`src/source/exec_config.svh`:
```
`ifndef EXEC_CONFIG_SVH
`define EXEC_CONFIG_SVH

// Integer datapath width
`define XLEN 32

// Restoring divider produces one quotient bit per step
`define DIV_STEPS `XLEN

`endif
```
`src/source/execPkg.sv`:
```
package execPkg;

    // Major opcodes handled by the execute stage
    typedef enum logic [6:0] {
        opLoad   = 7'b0000011,
        opImm    = 7'b0010011,
        opStore  = 7'b0100011,
        opReg    = 7'b0110011,
        opBranch = 7'b1100011
    } opcodeT;

    // Main ALU operation class from the decoder
    typedef enum logic [1:0] {
        aluAdd    = 2'b00,  // Load and store address
        aluBranch = 2'b01,  // Branch compare
        aluRegImm = 2'b10,  // OP and OP-IMM
        aluMulDiv = 2'b11   // M extension
    } aluOpT;

    // Low codes keep the base ALU encoding, M ops get their own codes
    typedef enum logic [4:0] {
        ctrlAdd    = 5'd0,
        ctrlSll    = 5'd1,
        ctrlSlt    = 5'd2,
        ctrlSltu   = 5'd3,
        ctrlXor    = 5'd4,
        ctrlSrl    = 5'd5,
        ctrlOr     = 5'd6,
        ctrlAnd    = 5'd7,
        ctrlSub    = 5'd8,
        ctrlMulhu  = 5'd9,
        ctrlMul    = 5'd10,
        ctrlMulh   = 5'd11,
        ctrlMulhsu = 5'd12,
        ctrlSra    = 5'd13,
        ctrlDiv    = 5'd14,
        ctrlDivu   = 5'd15,
        ctrlRem    = 5'd16,
        ctrlRemu   = 5'd17
    } aluCtrlT;

endpackage

```
`src/source/instrDecoder.sv`:
```
`timescale 1ns/1ns
`include "exec_config.svh"

module instrDecoder (
    input  logic             clk,
    input  logic             arstN,
    input  logic             instrValid,
    input  logic [`XLEN-1:0] instr,
    input  logic [`XLEN-1:0] rs1Val,
    input  logic [`XLEN-1:0] rs2Val,
    input  logic             busy,
    output execPkg::opcodeT  opcode,
    output logic [2:0]       funct3,
    output logic             funct7b5,
    output execPkg::aluOpT   aluOp,
    output logic [`XLEN-1:0] opA,
    output logic [`XLEN-1:0] opB,
    output logic             decValid,
    output logic             isMulDiv,
    output logic             illegal
);
    import execPkg::*;

    logic             accept;
    opcodeT           rawOpcode;
    logic             mExtFunct7;
    logic             knownOpcode;
    logic [`XLEN-1:0] immI;
    logic [`XLEN-1:0] immS;
    logic [`XLEN-1:0] opBNext;
    aluOpT            aluOpNext;

    // Also hold off while a decoded M instruction waits to start
    assign accept = instrValid && !busy && !(decValid && isMulDiv);

    assign rawOpcode  = opcodeT'(instr[6:0]);
    assign mExtFunct7 = (instr[31:25] == 7'b0000001);

    assign immI = {{(`XLEN-12){instr[31]}}, instr[31:20]};
    assign immS = {{(`XLEN-12){instr[31]}}, instr[31:25], instr[11:7]};

    always_comb begin
        knownOpcode = 1'b1;
        opBNext     = immI;
        aluOpNext   = aluAdd;
        case (rawOpcode)
            opReg: begin
                opBNext   = rs2Val;
                aluOpNext = mExtFunct7 ? aluMulDiv : aluRegImm;
            end
            opImm: aluOpNext = aluRegImm;  // Shift amount sits in immI[4:0]
            opBranch: begin
                opBNext   = rs2Val;
                aluOpNext = aluBranch;
            end
            opLoad:  opBNext = immI;
            opStore: opBNext = immS;
            default: knownOpcode = 1'b0;
        endcase
    end

    always_ff @(posedge clk or negedge arstN) begin
        if (!arstN) begin
            decValid <= 1'b0;
            isMulDiv <= 1'b0;
            illegal  <= 1'b0;
        end else begin
            decValid <= accept;
            if (accept) begin
                isMulDiv <= (rawOpcode == opReg) && mExtFunct7;
                illegal  <= !knownOpcode || (mExtFunct7 && rawOpcode != opReg);
            end
        end
    end

    always_ff @(posedge clk) begin
        if (accept) begin
            opcode   <= rawOpcode;
            funct3   <= instr[14:12];
            funct7b5 <= instr[30];
            aluOp    <= aluOpNext;
            opA      <= rs1Val;
            opB      <= opBNext;
        end
    end

    // A decoded instruction never overlaps a multiply or divide in flight
    assert property (@(posedge clk) disable iff (!arstN) decValid |-> !busy);

endmodule

```
`config.mk`:
```
export PLATFORM = sky130hd
export DESIGN_NAME = instrDecoder
export DESIGN_NICKNAME = d
export VERILOG_FILES = /design/src/source/execPkg.sv /design/src/source/instrDecoder.sv
export VERILOG_INCLUDE_DIRS = /design/src /design/src/source
export SDC_FILE = /design/constraint.sdc
export NUM_CORES = 1
export LEC_CHECK = 0
export ABC_AREA = 1
export BUFFER_PORTS_ARGS = -buffer_cell sky130_fd_sc_hd__buf_2
export CAP_MARGIN = 30
export CORE_AREA = 2 2 90 92
export CTS_BUF_LIST = sky130_fd_sc_hd__clkbuf_4 sky130_fd_sc_hd__clkbuf_8
export DETAILED_ROUTE_END_ITERATION = 12
export DIE_AREA = 0 0 92 94
export PLACE_DENSITY = 0.8
export SYNTH_ARGS = -nofsm -noshare
export SYNTH_HDL_FRONTEND = slang
export SYNTH_SLANG_ARGS = --single-unit
```
`constraint.sdc`:
```
create_clock -name clk -period 4.3 [get_ports clk]
set_input_delay 0.215 -clock clk [delete_from_list [all_inputs] [get_ports clk]]
set_output_delay 0.215 -clock clk [all_outputs]
set_load 0.02 [all_outputs]
```
==> load_flow_metrics.sql, run 1 <==
INSERT INTO impl_metrics (metric_group, metric, value, unit) VALUES
('cts', 'cts-buffers-inserted', '9', ''),
('setup_path', 'crit_arrival', '1.73', 'ns'),
('setup_path', 'path_cells', 'nand2_1 -> inv_1 -> nor2_4 -> buf_4', ''),
('yosys', 'number_of_distinct_library_cells_after_synthesis', '17', ''),
('cts', 'cts-htree-levels', '3', ''),
('setup_path', 'slowest_stage', 'buf_4', ''),
('floorplan', 'die-area', '0.00865', 'mm²'),
('yosys', 'synth_area', '0.00297', 'mm²'),
('floorplan', 'initial_core_util', '39.0', '%'),
('timing', 'final.setup_skew', '0.0109', 'ns'),
('floorplan', 'top_level_ports', '180', ''),
('hold_path', 'worst_hold_path.endpoint', 'opA[23]', ''),
('timing', 'timing_max_transition_violations_final', '0', ''),
('setup_path', 'setup.worst_path.class', 'reg2reg', ''),
('power', 'max-vdd-ir-drop', '0.190', 'mV'),
('drt', 'drc_errors', '0', ''),
('cts', 'cts.repair.resized', '0', ''),
('outcome', 'result_of_the_run', 'finished clean', ''),
('power', 'netSwitchingFraction', '25.0', '%'),
('yosys', 'synth.top_cells.by_area', 'edfxtp_1 78%, nand2_1 9.6%, dfrtp_1 2.5%, buf_6 1.9%, nand3_1 1.7%', ''),
('power', 'internal_power', '0.00117', 'W'),
('floorplan', 'fp.dieW', '92', 'µm'),
('setup_path', 'worst_path_largest_cell_delay', '0.71', 'ns'),
('setup_path', 'timing.critical_path.max_delay_family', 'buffers and inverters', ''),
('placed_design', 'dp_hpwl', '4.96', 'mm'),
('timing', 'finalWorstPathRequiredPeriod', '1.77', 'ns'),
('yosys', 'postSynthAreaPerCell', '14.4', 'µm²'),
('setup_path', 'r2r_cells', '4', ''),
('yosys', 'number_of_flops_mapped_to_enable_cells_by_yosys', '77', ''),
('drt', 'final_antenna_net_count', '0', ''),
('yosys', 'netlist.area_leader.share', '77.8', '%'),
('power', 'p_leak', '1.82', 'nW'),
('floorplan', 'die_y', '94', 'µm'),
('layout', 'antenna_cells', '0', ''),
('timing', 'setup_repair_after_global_routing_missed_its_margin', 'false', ''),
('timing', 'achievable_frequency', '566', 'MHz'),
('setup_path', 'reg_to_reg_startpoint', 'isMulDiv', ''),
('drt', 'vias', '2165', ''),
('floorplan', 'core_region_area', '0.00761', 'mm²'),
('drt', 'first_drt_iteration_drcs', '51', ''),
('drt', 'highest_layer', 'met5', ''),
('yosys', 'synth_area_leader_cell', 'edfxtp_1', ''),
('cts', 'cts_max_path_buffers', '2', ''),
('grt', 'grt_antenna_before_repair', '1', ''),
('job', 'cap_viol_max_count', '0', ''),
('layout', 'flow.area_growth_from_synthesis', '38.6', '%'),
('power', 'clk_network_pwr_share', '31.5', '%'),
('timing', 'min_period_over_period', '41.1', '%'),
('cts', 'clock_tree.root_cell', 'clkbuf_8', ''),
('setup_path', 'cp_launch_type', 'register', ''),
('drt', 'met2_wirelength', '3.39', 'mm'),
('drt', 'post_drt_via_cell_ratio', '4.37', ''),
('layout', 'multi_input_comb_area', '493', 'µm²'),
('drt', 'metal1_wirelength', '2.55', 'mm'),
('grt', 'global_route_overflow', '0', ''),
('yosys', 'yosysMostFrequentCell', 'edfxtp_1', ''),
('setup_path', 'timing.critical_path.required', '4.26', 'ns'),
('hold_path', 'worst_hold_path.num_cells', '1', ''),
('setup_path', 'r2r-end', 'opB[0]', ''),
('timing', 'setup_viol_count_final', '0', ''),
('power', 'p_seq_share', '57.9', '%'),
('cts', 'tritoncts_num_sinks', '80', ''),
('hold_path', 'worst_hold_path_type', 'in2reg', ''),
('placed_design', 'io_buffer_count', '174', ''),
('setup_path', 'end_kind', 'register', ''),
('power', 'totalPowerFinal', '0.00157', 'W'),
('setup_path', 'timing.critical_path.fanout_max', '82', ''),
('grt', 'grt_max_degree', '83', ''),
('power', 'combPwrFrac', '10.6', '%'),
('grt', 'number_of_global_route_vias_before_repair', '2151', ''),
('timing', 'hold_viol', '0', '');
==> placed cells by master (no fill, tap or decap), types with 9 or more instances in the layout <==
cell type | netlist | final
nor2_1 | 10 | 9
nand3_1 | 10 | 10
edfxtp_1 | 77 | 77
buf_2 | 0 | 174
nand2_1 | 76 | 76
inv_1 | 10 | 10
clkbuf_8 | 0 | 9
==> worst max-delay path by stage <==
stage / slack [ns] / depth (start not counted) / start / end
2_1_floorplan: 1.22 / 3 / isMulDiv / aluOp[0]
3_3_place_gp: 2.59 / 7 / isMulDiv / illegal
3_5_place_dp: 2.46 / 5 / instr[3] / opB[6]
4_1_cts: 2.51 / 7 / isMulDiv / illegal
5_1_grt: 2.39 / 7 / isMulDiv / illegal
6_report: 2.53 / 4 / isMulDiv / opB[0]
==> cell families after synthesis <==
kind of cell           after synthesis  synth area share (%)
AO/OA/AOI/OAI                        8                  1.81
buffers and inverters               16                  3.29
AND/OR/NAND/NOR                    102                  14.5
flip-flops                          80                  80.4
==> routing by layer <==
metal	track usage, %	up-vias
met5	0	-
met4	5.60	2
met3	4.90	10
met2	27.5	112
met1	17.2	966
li1	-	1075
==> cell type report <==
| class | instances | area share [%] |
|---|---|---|
| multi-input combinational | 110 | 12.0 |
| timing repair buffer | 176 | 21.6 |
| clock buffer | 9 | 3.01 |
| clock inverter | 7 | 1.34 |
| tap | 102 | 3.10 |
| sequential | 80 | 58.0 |
| inverter | 11 | 1.00 |
==> power by group through the flow <==
| stage | combinational [W] | sequential, W | clock, W |
|---|---|---|---|
| final | 0.000167 | 0.000907 | 0.000493 |
| after global routing | 0.000183 | 0.000910 | 0.000549 |
| after CTS | 0.000170 | 0.000907 | 0.000517 |
| after detailed placement | 0.000169 | 0.000925 | 0 |
| after global placement | 0.000163 | 0.000923 | 0 |
| after floorplan | 0.0000365 | 0.000973 | 0 |
==> flip-flops by register name, summed over array words and instances (netlist names) <==
register,cells
aluOp,2
decValid,1
funct3,3
funct7b5,1
illegal,1
isMulDiv,1
opA,32
opB,32
opcode,7
==> stage by stage <==
stage	worst slack [ns]	hold slack [ns]	std cells	util, %
floorplan	1.22	-0.0806	206	-
global placement	2.59	0.0107	478	51.6
detailed placement	2.46	0.0114	478	51.6
CTS	2.51	0.0217	495	54.1
global route	2.39	0.0216	495	54.1
finish	2.53	0.0450	495	54.1
==> what timing repair did <==
item,4_1_cts,5_1_grt
hold endpoints to repair,3,0
buffers inserted,0,0
hold buffers,1,0
Power figures use the tool's default switching activity.
==> inputs of run 2 (changes only) <==
CORE_AREA = 2 2 86 88   (was 2 2 90 92)
DIE_AREA = 0 0 88 90   (was 0 0 92 94)
PLACE_DENSITY = 0.83   (was 0.8)
clock period = 1.7 ns   (was 4.3 ns; I/O delays follow)
==> load_flow_metrics.sql, run 2 (same netlist as run 1, synthesis figures left out) <==
INSERT INTO impl_metrics (metric_group, metric, value, unit) VALUES
('outcome', 'result_of_the_run', 'finished clean', ''),
('setup_path', 'worst_path_largest_cell_delay', '0.55', 'ns'),
('cts', 'cts-buffers-inserted', '9', ''),
('timing', 'achievable_frequency', '631', 'MHz'),
('cts', 'clock_tree.root_cell', 'clkbuf_8', ''),
('drt', 'route.final.wire_length', '7.53', 'mm'),
('floorplan', 'core_region_area', '0.00702', 'mm²'),
('setup_path', 'setup.worst_path.class', 'in2reg', ''),
('placed_design', 'dp_hpwl', '4.94', 'mm'),
('grt', 'grt_antenna_before_repair', '0', ''),
('layout', 'finalNonFillerCells', '544', ''),
('timing', 'timing.hold.ws', '0.0229', 'ns'),
('setup_path', 'path_cells', 'dlygate4sd3_1 -> buf_2 -> nor2_1 -> nand2_1 -> or2_4 -> nand3_4 -> nand2_1', ''),
('placed_design', 'gp_routability_congestion', '0.770', ''),
('timing', 'worst-slew-pin-transition', '0.456', 'ns'),
('floorplan', 'fp.dieW', '88', 'µm'),
('grt', 'grtUsageMet2', '35.6', '%'),
('cts', 'clk_latency_worst_skew_pair', '0.34', 'ns'),
('placed_design', 'place_area', '0.00397', 'mm²'),
('timing', 'setup_viol_count_final', '0', ''),
('grt', 'groute.usage.overall', '19.2', '%'),
('floorplan', 'initial_core_util', '42.3', '%'),
('layout', 'antenna_cells', '0', ''),
('cts', 'cts_max_path_buffers', '2', ''),
('grt', 'grt_busiest_layer', 'met2', ''),
('timing', 'hold_viol', '0', ''),
('placed_design', 'dpl_worst_slack', '0.324', 'ns'),
('timing', 'final.setup_skew', '0.00854', 'ns'),
('setup_path', 'end_kind', 'register', ''),
('setup_path', 'timing.critical_path.max_delay_family', 'simple AND/OR/NAND/NOR gates', ''),
('layout', 'flow.area_growth_from_synthesis', '58.1', '%'),
('timing', 'post-route-worst-setup-slack', '0.114', 'ns'),
('power', 'pwr_density_cell', '921', 'mW/mm²'),
('setup_path', 'cp_launch_type', 'input port', ''),
('setup_path', 'crit_arrival', '1.67', 'ns'),
('grt', 'grt_max_degree', '45', ''),
('drt', 'vias', '2410', ''),
('setup_path', 'timing.critical_path.required', '1.79', 'ns'),
('drt', 'final_antenna_net_count', '0', ''),
('drt', 'wire_per_inst', '13.8', 'µm'),
('floorplan', 'top_level_ports', '180', ''),
('timing', 'min_period_over_period', '93.3', '%'),
('layout', 'most-common-layout-cells', '174 x buf_2, 77 x edfxtp_1, 76 x nand2_1, 51 x dlygate4sd3_1, 10 x nand3_1', ''),
('drt', 'first_drt_iteration_drcs', '70', ''),
('grt', 'grt_pass1_wl', '11.3', 'mm'),
('timing', 'setup_repair_after_global_routing_missed_its_margin', 'false', ''),
('setup_path', 'crit_top_cell', 'nand2_1', ''),
('layout', 'post-route-cell-area', '0.00470', 'mm²'),
('drt', 'detailedRoute.firstPassIterationCount', '4', ''),
('cts', 'cts-htree-levels', '3', ''),
('grt', 'groute.layer.met3.usage', '4.87', '%'),
('grt', 'grt_use_met1', '20.0', '%'),
('cts', 'cts_tree', 'built', ''),
('layout', 'layout_commonest_cell', 'buf_2', ''),
('timing', 'timing_max_transition_violations_final', '0', ''),
('setup_path', 'critical_path_buf_inv_count', '2', ''),
('drt', 'post_drt_via_cell_ratio', '4.43', ''),
('placed_design', 'place.detailed.instances', '477', ''),
('timing', 'max_slew_headroom', '69.4', '%'),
('floorplan', 'row_count', '31', ''),
('layout', 'final_net_count', '540', ''),
('power', 'max-vdd-ir-drop', '0.505', 'mV'),
('timing', 'finalWorstPathRequiredPeriod', '1.59', 'ns'),
('floorplan', 'die-area', '0.00792', 'mm²'),
('power', 'p_leak', '2.07', 'nW'),
('placed_design', 'io_buffer_count', '174', ''),
('setup_path', 'timing.critical_path.fanout_max', '21', ''),
('job', 'cap_viol_max_count', '0', ''),
('grt', 'global_route_overflow', '0', ''),
('cts', 'tritoncts_num_sinks', '80', ''),
('floorplan', 'die_y', '90', 'µm'),
('hold_path', 'worst_hold_path_type', 'in2reg', ''),
('grt', 'number_of_global_route_vias_before_repair', '2437', ''),
('drt', 'drc_errors', '0', ''),
('layout', 'biggestRegsByFlops', 'opA (32), opB (32), opcode (7)', ''),
('cts', 'path_clk_slew', '0.08', 'ns'),
('setup_path', 'slowest_stage', 'dlygate4sd3_1', ''),
('layout', 'post_route_cells_drive_above_1_share', '45.4', '%');
==> run 2: cell count changes in the layout (fill, tap and decap cells not counted) <==
| cell | before | now |
|---|---|---|
| clkinv_2 | 0 | 1 |
| dfrtp_2 | 0 | 2 |
| clkinvlp_4 | 3 | 0 |
| dlygate4sd3_1 | 1 | 51 |
| inv_1 | 10 | 9 |
| inv_2 | 1 | 2 |
| clkinv_4 | 1 | 2 |
| bufinv_16 | 0 | 2 |
| inv_8 | 1 | 0 |
| buf_12 | 0 | 2 |
| dfrtp_1 | 3 | 1 |
==> run 2: path summary, 6_finish.rpt <==
path | start | to | slack (ns) | cells past startpoint
worst min register to register | illegal | illegal | 0.55 | 2
worst max-delay path | instr[3] | opB[12] | 0.11 | 7
worst max register to register | isMulDiv | illegal | 0.41 | 7
worst min-delay path | rs2Val[15] | opB[15] | 0.02 | 3
min in group asynchronous | arstN | decValid | 0.07 | 2
max in group asynchronous | arstN | isMulDiv | 1.52 | 2
==> run 2: metal layers <==
metal  wire (µm)  vias up  share of wire [%]
met3         587       10                7.8
li1            -     1180                  -
met5           0        -                  0
met2        4050      116                 54
met4          94        0                1.2
met1        2790     1104                 37
==> run 2: through the flow <==
stage / util [%] / setup TNS (ns) / power [W]
finish: 66.9 / 0 / 0.00433
global route: 66.9 / 0 / 0.00448
CTS: 66.9 / 0 / 0.00437
detailed placement: 56.5 / 0 / 0.00278
global placement: 56.5 / 0 / 0.00276
floorplan: - / -37.81 / 0.00255
==> run 2: report_power, final <==
part | internal [W] | switching, W | total [W] | leakage [nW]
clock network | 0.000829 | 0.000669 | 0.00150 | 0.111
logic | 0.000241 | 0.000291 | 0.000532 | 1.21
registers | 0.00227 | 0.0000244 | 0.00230 | 0.753
total | 0.00334 | 0.000984 | 0.00433 | 2.07
==> run 2: final cells by class <==
cell class                      count  area, µm²
Timing Repair Buffer              228       1430
Sequential cell                    80       2390
Clock buffer                        9        124
Inverter                           11       41.3
Fill cell                         522       2320
Multi-Input combinational cell    110        493
Clock inverter                      7       95.1
Tap cell                           99        124
==> run 2: repair_timing <==
item / 4_1_cts / 5_1_grt
buffers inserted: 0 / 0
endpoints found under the hold margin: 53 / 0
hold buffers: 51 / 0
resized for setup: 0 / 0
==> run 2: worst reg2reg max path: cells and delay by family (launching register included) <==
kind / cells / cell delay [ns]
buf+inv: 2 / 0.29
compound gates: 1 / 0.07
flops: 1 / 0.41
simple gates: 4 / 0.40
==> inputs of run 3 (changes only) <==
CORE_AREA = 2 2 90 92   (was 2 2 86 88)
CTS_CLUSTER_SIZE = 24   (was not set)
DIE_AREA = 0 0 92 94   (was 0 0 88 90)
PLACE_DENSITY = 0.8   (was 0.83)
clock period = 1.45 ns   (was 1.7 ns; I/O delays follow)
==> load_flow_metrics.sql, run 3 (same netlist as run 1, synthesis figures left out) <==
INSERT INTO impl_metrics (metric_group, metric, value, unit) VALUES
('floorplan', 'fp.dieW', '92', 'µm'),
('timing', 'timing_max_transition_violations_final', '0', ''),
('setup_path', 'crit_arrival', '1.46', 'ns'),
('power', 'max-vdd-ir-drop', '0.612', 'mV'),
('setup_path', 'r2r_cells', '7', ''),
('setup_path', 'timing.critical_path.fanout_max', '10', ''),
('grt', 'grt_antenna_before_repair', '0', ''),
('setup_path', 'timing.critical_path.max_delay_family', 'simple AND/OR/NAND/NOR gates', ''),
('timing', 'finalWorstPathRequiredPeriod', '1.38', 'ns'),
('timing', 'hold_viol', '0', ''),
('timing', 'setup_viol_count_final', '0', ''),
('grt', 'global_route_overflow', '0', ''),
('drt', 'first_drt_iteration_drcs', '44', ''),
('power', 'p_leak', '2.14', 'nW'),
('layout', 'flow.area_growth_from_synthesis', '63.3', '%'),
('placed_design', 'dpl_worst_slack', '0.110', 'ns'),
('layout', 'seq_area', '0.00239', 'mm²'),
('drt', 'final_antenna_net_count', '0', ''),
('floorplan', 'initial_core_util', '39.0', '%'),
('cts', 'cts_tree', 'built', ''),
('setup_path', 'critPathCapture', 'opB[21]', ''),
('cts', 'clock_tree.root_cell', 'clkbuf_8', ''),
('drt', 'vias', '2505', ''),
('setup_path', 'end_kind', 'register', ''),
('setup_path', 'timing.critical_path.required', '1.54', 'ns'),
('drt', 'post_drt_via_cell_ratio', '4.47', ''),
('drt', 'drc_errors', '0', ''),
('setup_path', 'reg_to_reg_startpoint', 'isMulDiv', ''),
('timing', 'timing.hold.ws', '0.0230', 'ns'),
('layout', 'biggestRegsByFlops', 'opA (32), opB (32), opcode (7)', ''),
('placed_design', 'dp_hpwl', '5.10', 'mm'),
('cts', 'path_clk_slew', '0.08', 'ns'),
('timing', 'achievable_frequency', '727', 'MHz'),
('cts', 'post_cts_buffers', '0', ''),
('cts', 'cts_max_path_buffers', '2', ''),
('setup_path', 'cp_launch_type', 'input port', ''),
('timing', 'worst-slew-pin-transition', '0.477', 'ns'),
('grt', 'grt_pass1_wl', '11.6', 'mm'),
('placed_design', 'io_buffer_count', '174', ''),
('layout', 'final_net_count', '553', ''),
('cts', 'clk_latency_worst_skew_pair', '0.34', 'ns'),
('drt', 'detailedRoute.firstPassIterationCount', '4', ''),
('setup_path', 'critical_path_buf_inv_count', '2', ''),
('layout', 'most-common-layout-cells', '174 x buf_2, 77 x edfxtp_1, 75 x nand2_1, 62 x dlygate4sd3_1, 10 x nand3_1', ''),
('cts', 'cts-buffers-inserted', '9', ''),
('drt', 'route.final.wire_length', '7.85', 'mm'),
('layout', 'multi_input_comb_area', '523', 'µm²'),
('power', 'totalPowerFinal', '0.00512', 'W'),
('floorplan', 'die_y', '94', 'µm'),
('grt', 'groute.usage.overall', '17.8', '%'),
('floorplan', 'core_region_area', '0.00761', 'mm²'),
('placed_design', 'gp_routability_congestion', '0.763', ''),
('grt', 'grt_max_degree', '42', ''),
('floorplan', 'row_count', '32', ''),
('layout', 'antenna_cells', '0', ''),
('floorplan', 'top_level_ports', '180', ''),
('outcome', 'result_of_the_run', 'finished clean', ''),
('cts', 'cts-htree-levels', '3', ''),
('setup_path', 'minimum_setup_slack_among_reg_to_reg_paths', '0.16', 'ns'),
('drt', 'wire_per_inst', '14.0', 'µm'),
('cts', 'tritoncts_num_sinks', '80', ''),
('setup_path', 'critical_path_cell_count', '6', ''),
('power', 'pwr_density_cell', '1050', 'mW/mm²'),
('timing', 'setup_repair_after_global_routing_missed_its_margin', 'false', ''),
('layout', 'fillers', '590', ''),
('timing', 'max_slew_headroom', '68.0', '%'),
('timing', 'min_period_over_period', '94.9', '%'),
('setup_path', 'worst_path_largest_cell_delay', '0.52', 'ns'),
('timing', 'sum_of_negative_setup_slack', '0', 'ns'),
('timing', 'final.setup_skew', '0.00957', 'ns'),
('layout', 'post_route_cells_drive_above_1_share', '44.5', '%'),
('setup_path', 'slowest_stage', 'dlygate4sd3_1', ''),
('setup_path', 'cp-startpoint', 'instr[5]', ''),
('job', 'cap_viol_max_count', '0', ''),
('layout', 'layout_commonest_cell', 'buf_2', ''),
('setup_path', 'setup.worst_path.class', 'in2reg', ''),
('setup_path', 'r2r-end', 'illegal', ''),
('setup_path', 'path_cells', 'dlygate4sd3_1 -> buf_2 -> nand3_2 -> or2_4 -> nand3_4 -> nand2_1', ''),
('timing', 'post-route-worst-setup-slack', '0.0740', 'ns'),
('floorplan', 'die-area', '0.00865', 'mm²'),
('grt', 'number_of_global_route_vias_before_repair', '2460', ''),
('hold_path', 'worst_hold_path_type', 'in2reg', '');
-- run 3: worst min path at each step --
stage,from,to,cells after the start
after global placement,arstN,illegal,1
final,rs2Val[18],opB[18],3
after floorplan,arstN,decValid,0
after CTS,rs2Val[18],opB[18],3
after detailed placement,arstN,illegal,1
after global routing,rs2Val[18],opB[18],3
-- run 3: area by class of cell --
cell class | instances | share of cell area, %
Sequential cell | 80 | 49.3
Clock inverter | 7 | 1.93
Inverter | 11 | 0.851
Multi-Input combinational cell | 112 | 10.8
Timing Repair Buffer | 239 | 32.0
Tap cell | 102 | 2.63
Clock buffer | 9 | 2.55
-- run 3: routing by layer --
layer	up-vias	routed length [µm]	global-route usage [%]
met2	133	3970	32.1
met4	0	209	8.58
met5	-	0	0
met1	1144	3060	19.1
met3	19	602	5.22
li1	1209	-	-
-- run 3: repair_timing --
| item | 4_1_cts | 5_1_grt |
|---|---|---|
| endpoints found under the hold margin | 64 | 0 |
| setup endpoints to repair | 0 | 20 |
| hold buffers | 62 | 0 |
| gates resized for setup | 0 | 2 |
-- run 3: power breakdown --
part           switching (W)  total [W]  internal, W
Clock               0.000796    0.00177     0.000974
Combinational       0.000351   0.000657     0.000305
Sequential         0.0000281    0.00269      0.00266
Total                0.00118    0.00512      0.00394
-- run 3: through the flow --
stage | area [µm²] | cells | utilization, %
floorplan | 2980 | 206 | -
global placement | 3980 | 480 | 52.4
detailed placement | 3980 | 480 | 52.4
CTS | 4820 | 558 | 63.4
global route | 4850 | 560 | 63.8
finish | 4850 | 560 | 63.8
-- run 3: worst register-to-register path, stage by stage, from the launching register on --
cell and delay, ns:
dfrtp_2 0.42, nand2_1 0.07, inv_2 0.04, nor2_4 0.15
buf_12 0.24, nand2_1 0.09, nor2_1 0.09, a21oi_1 0.07
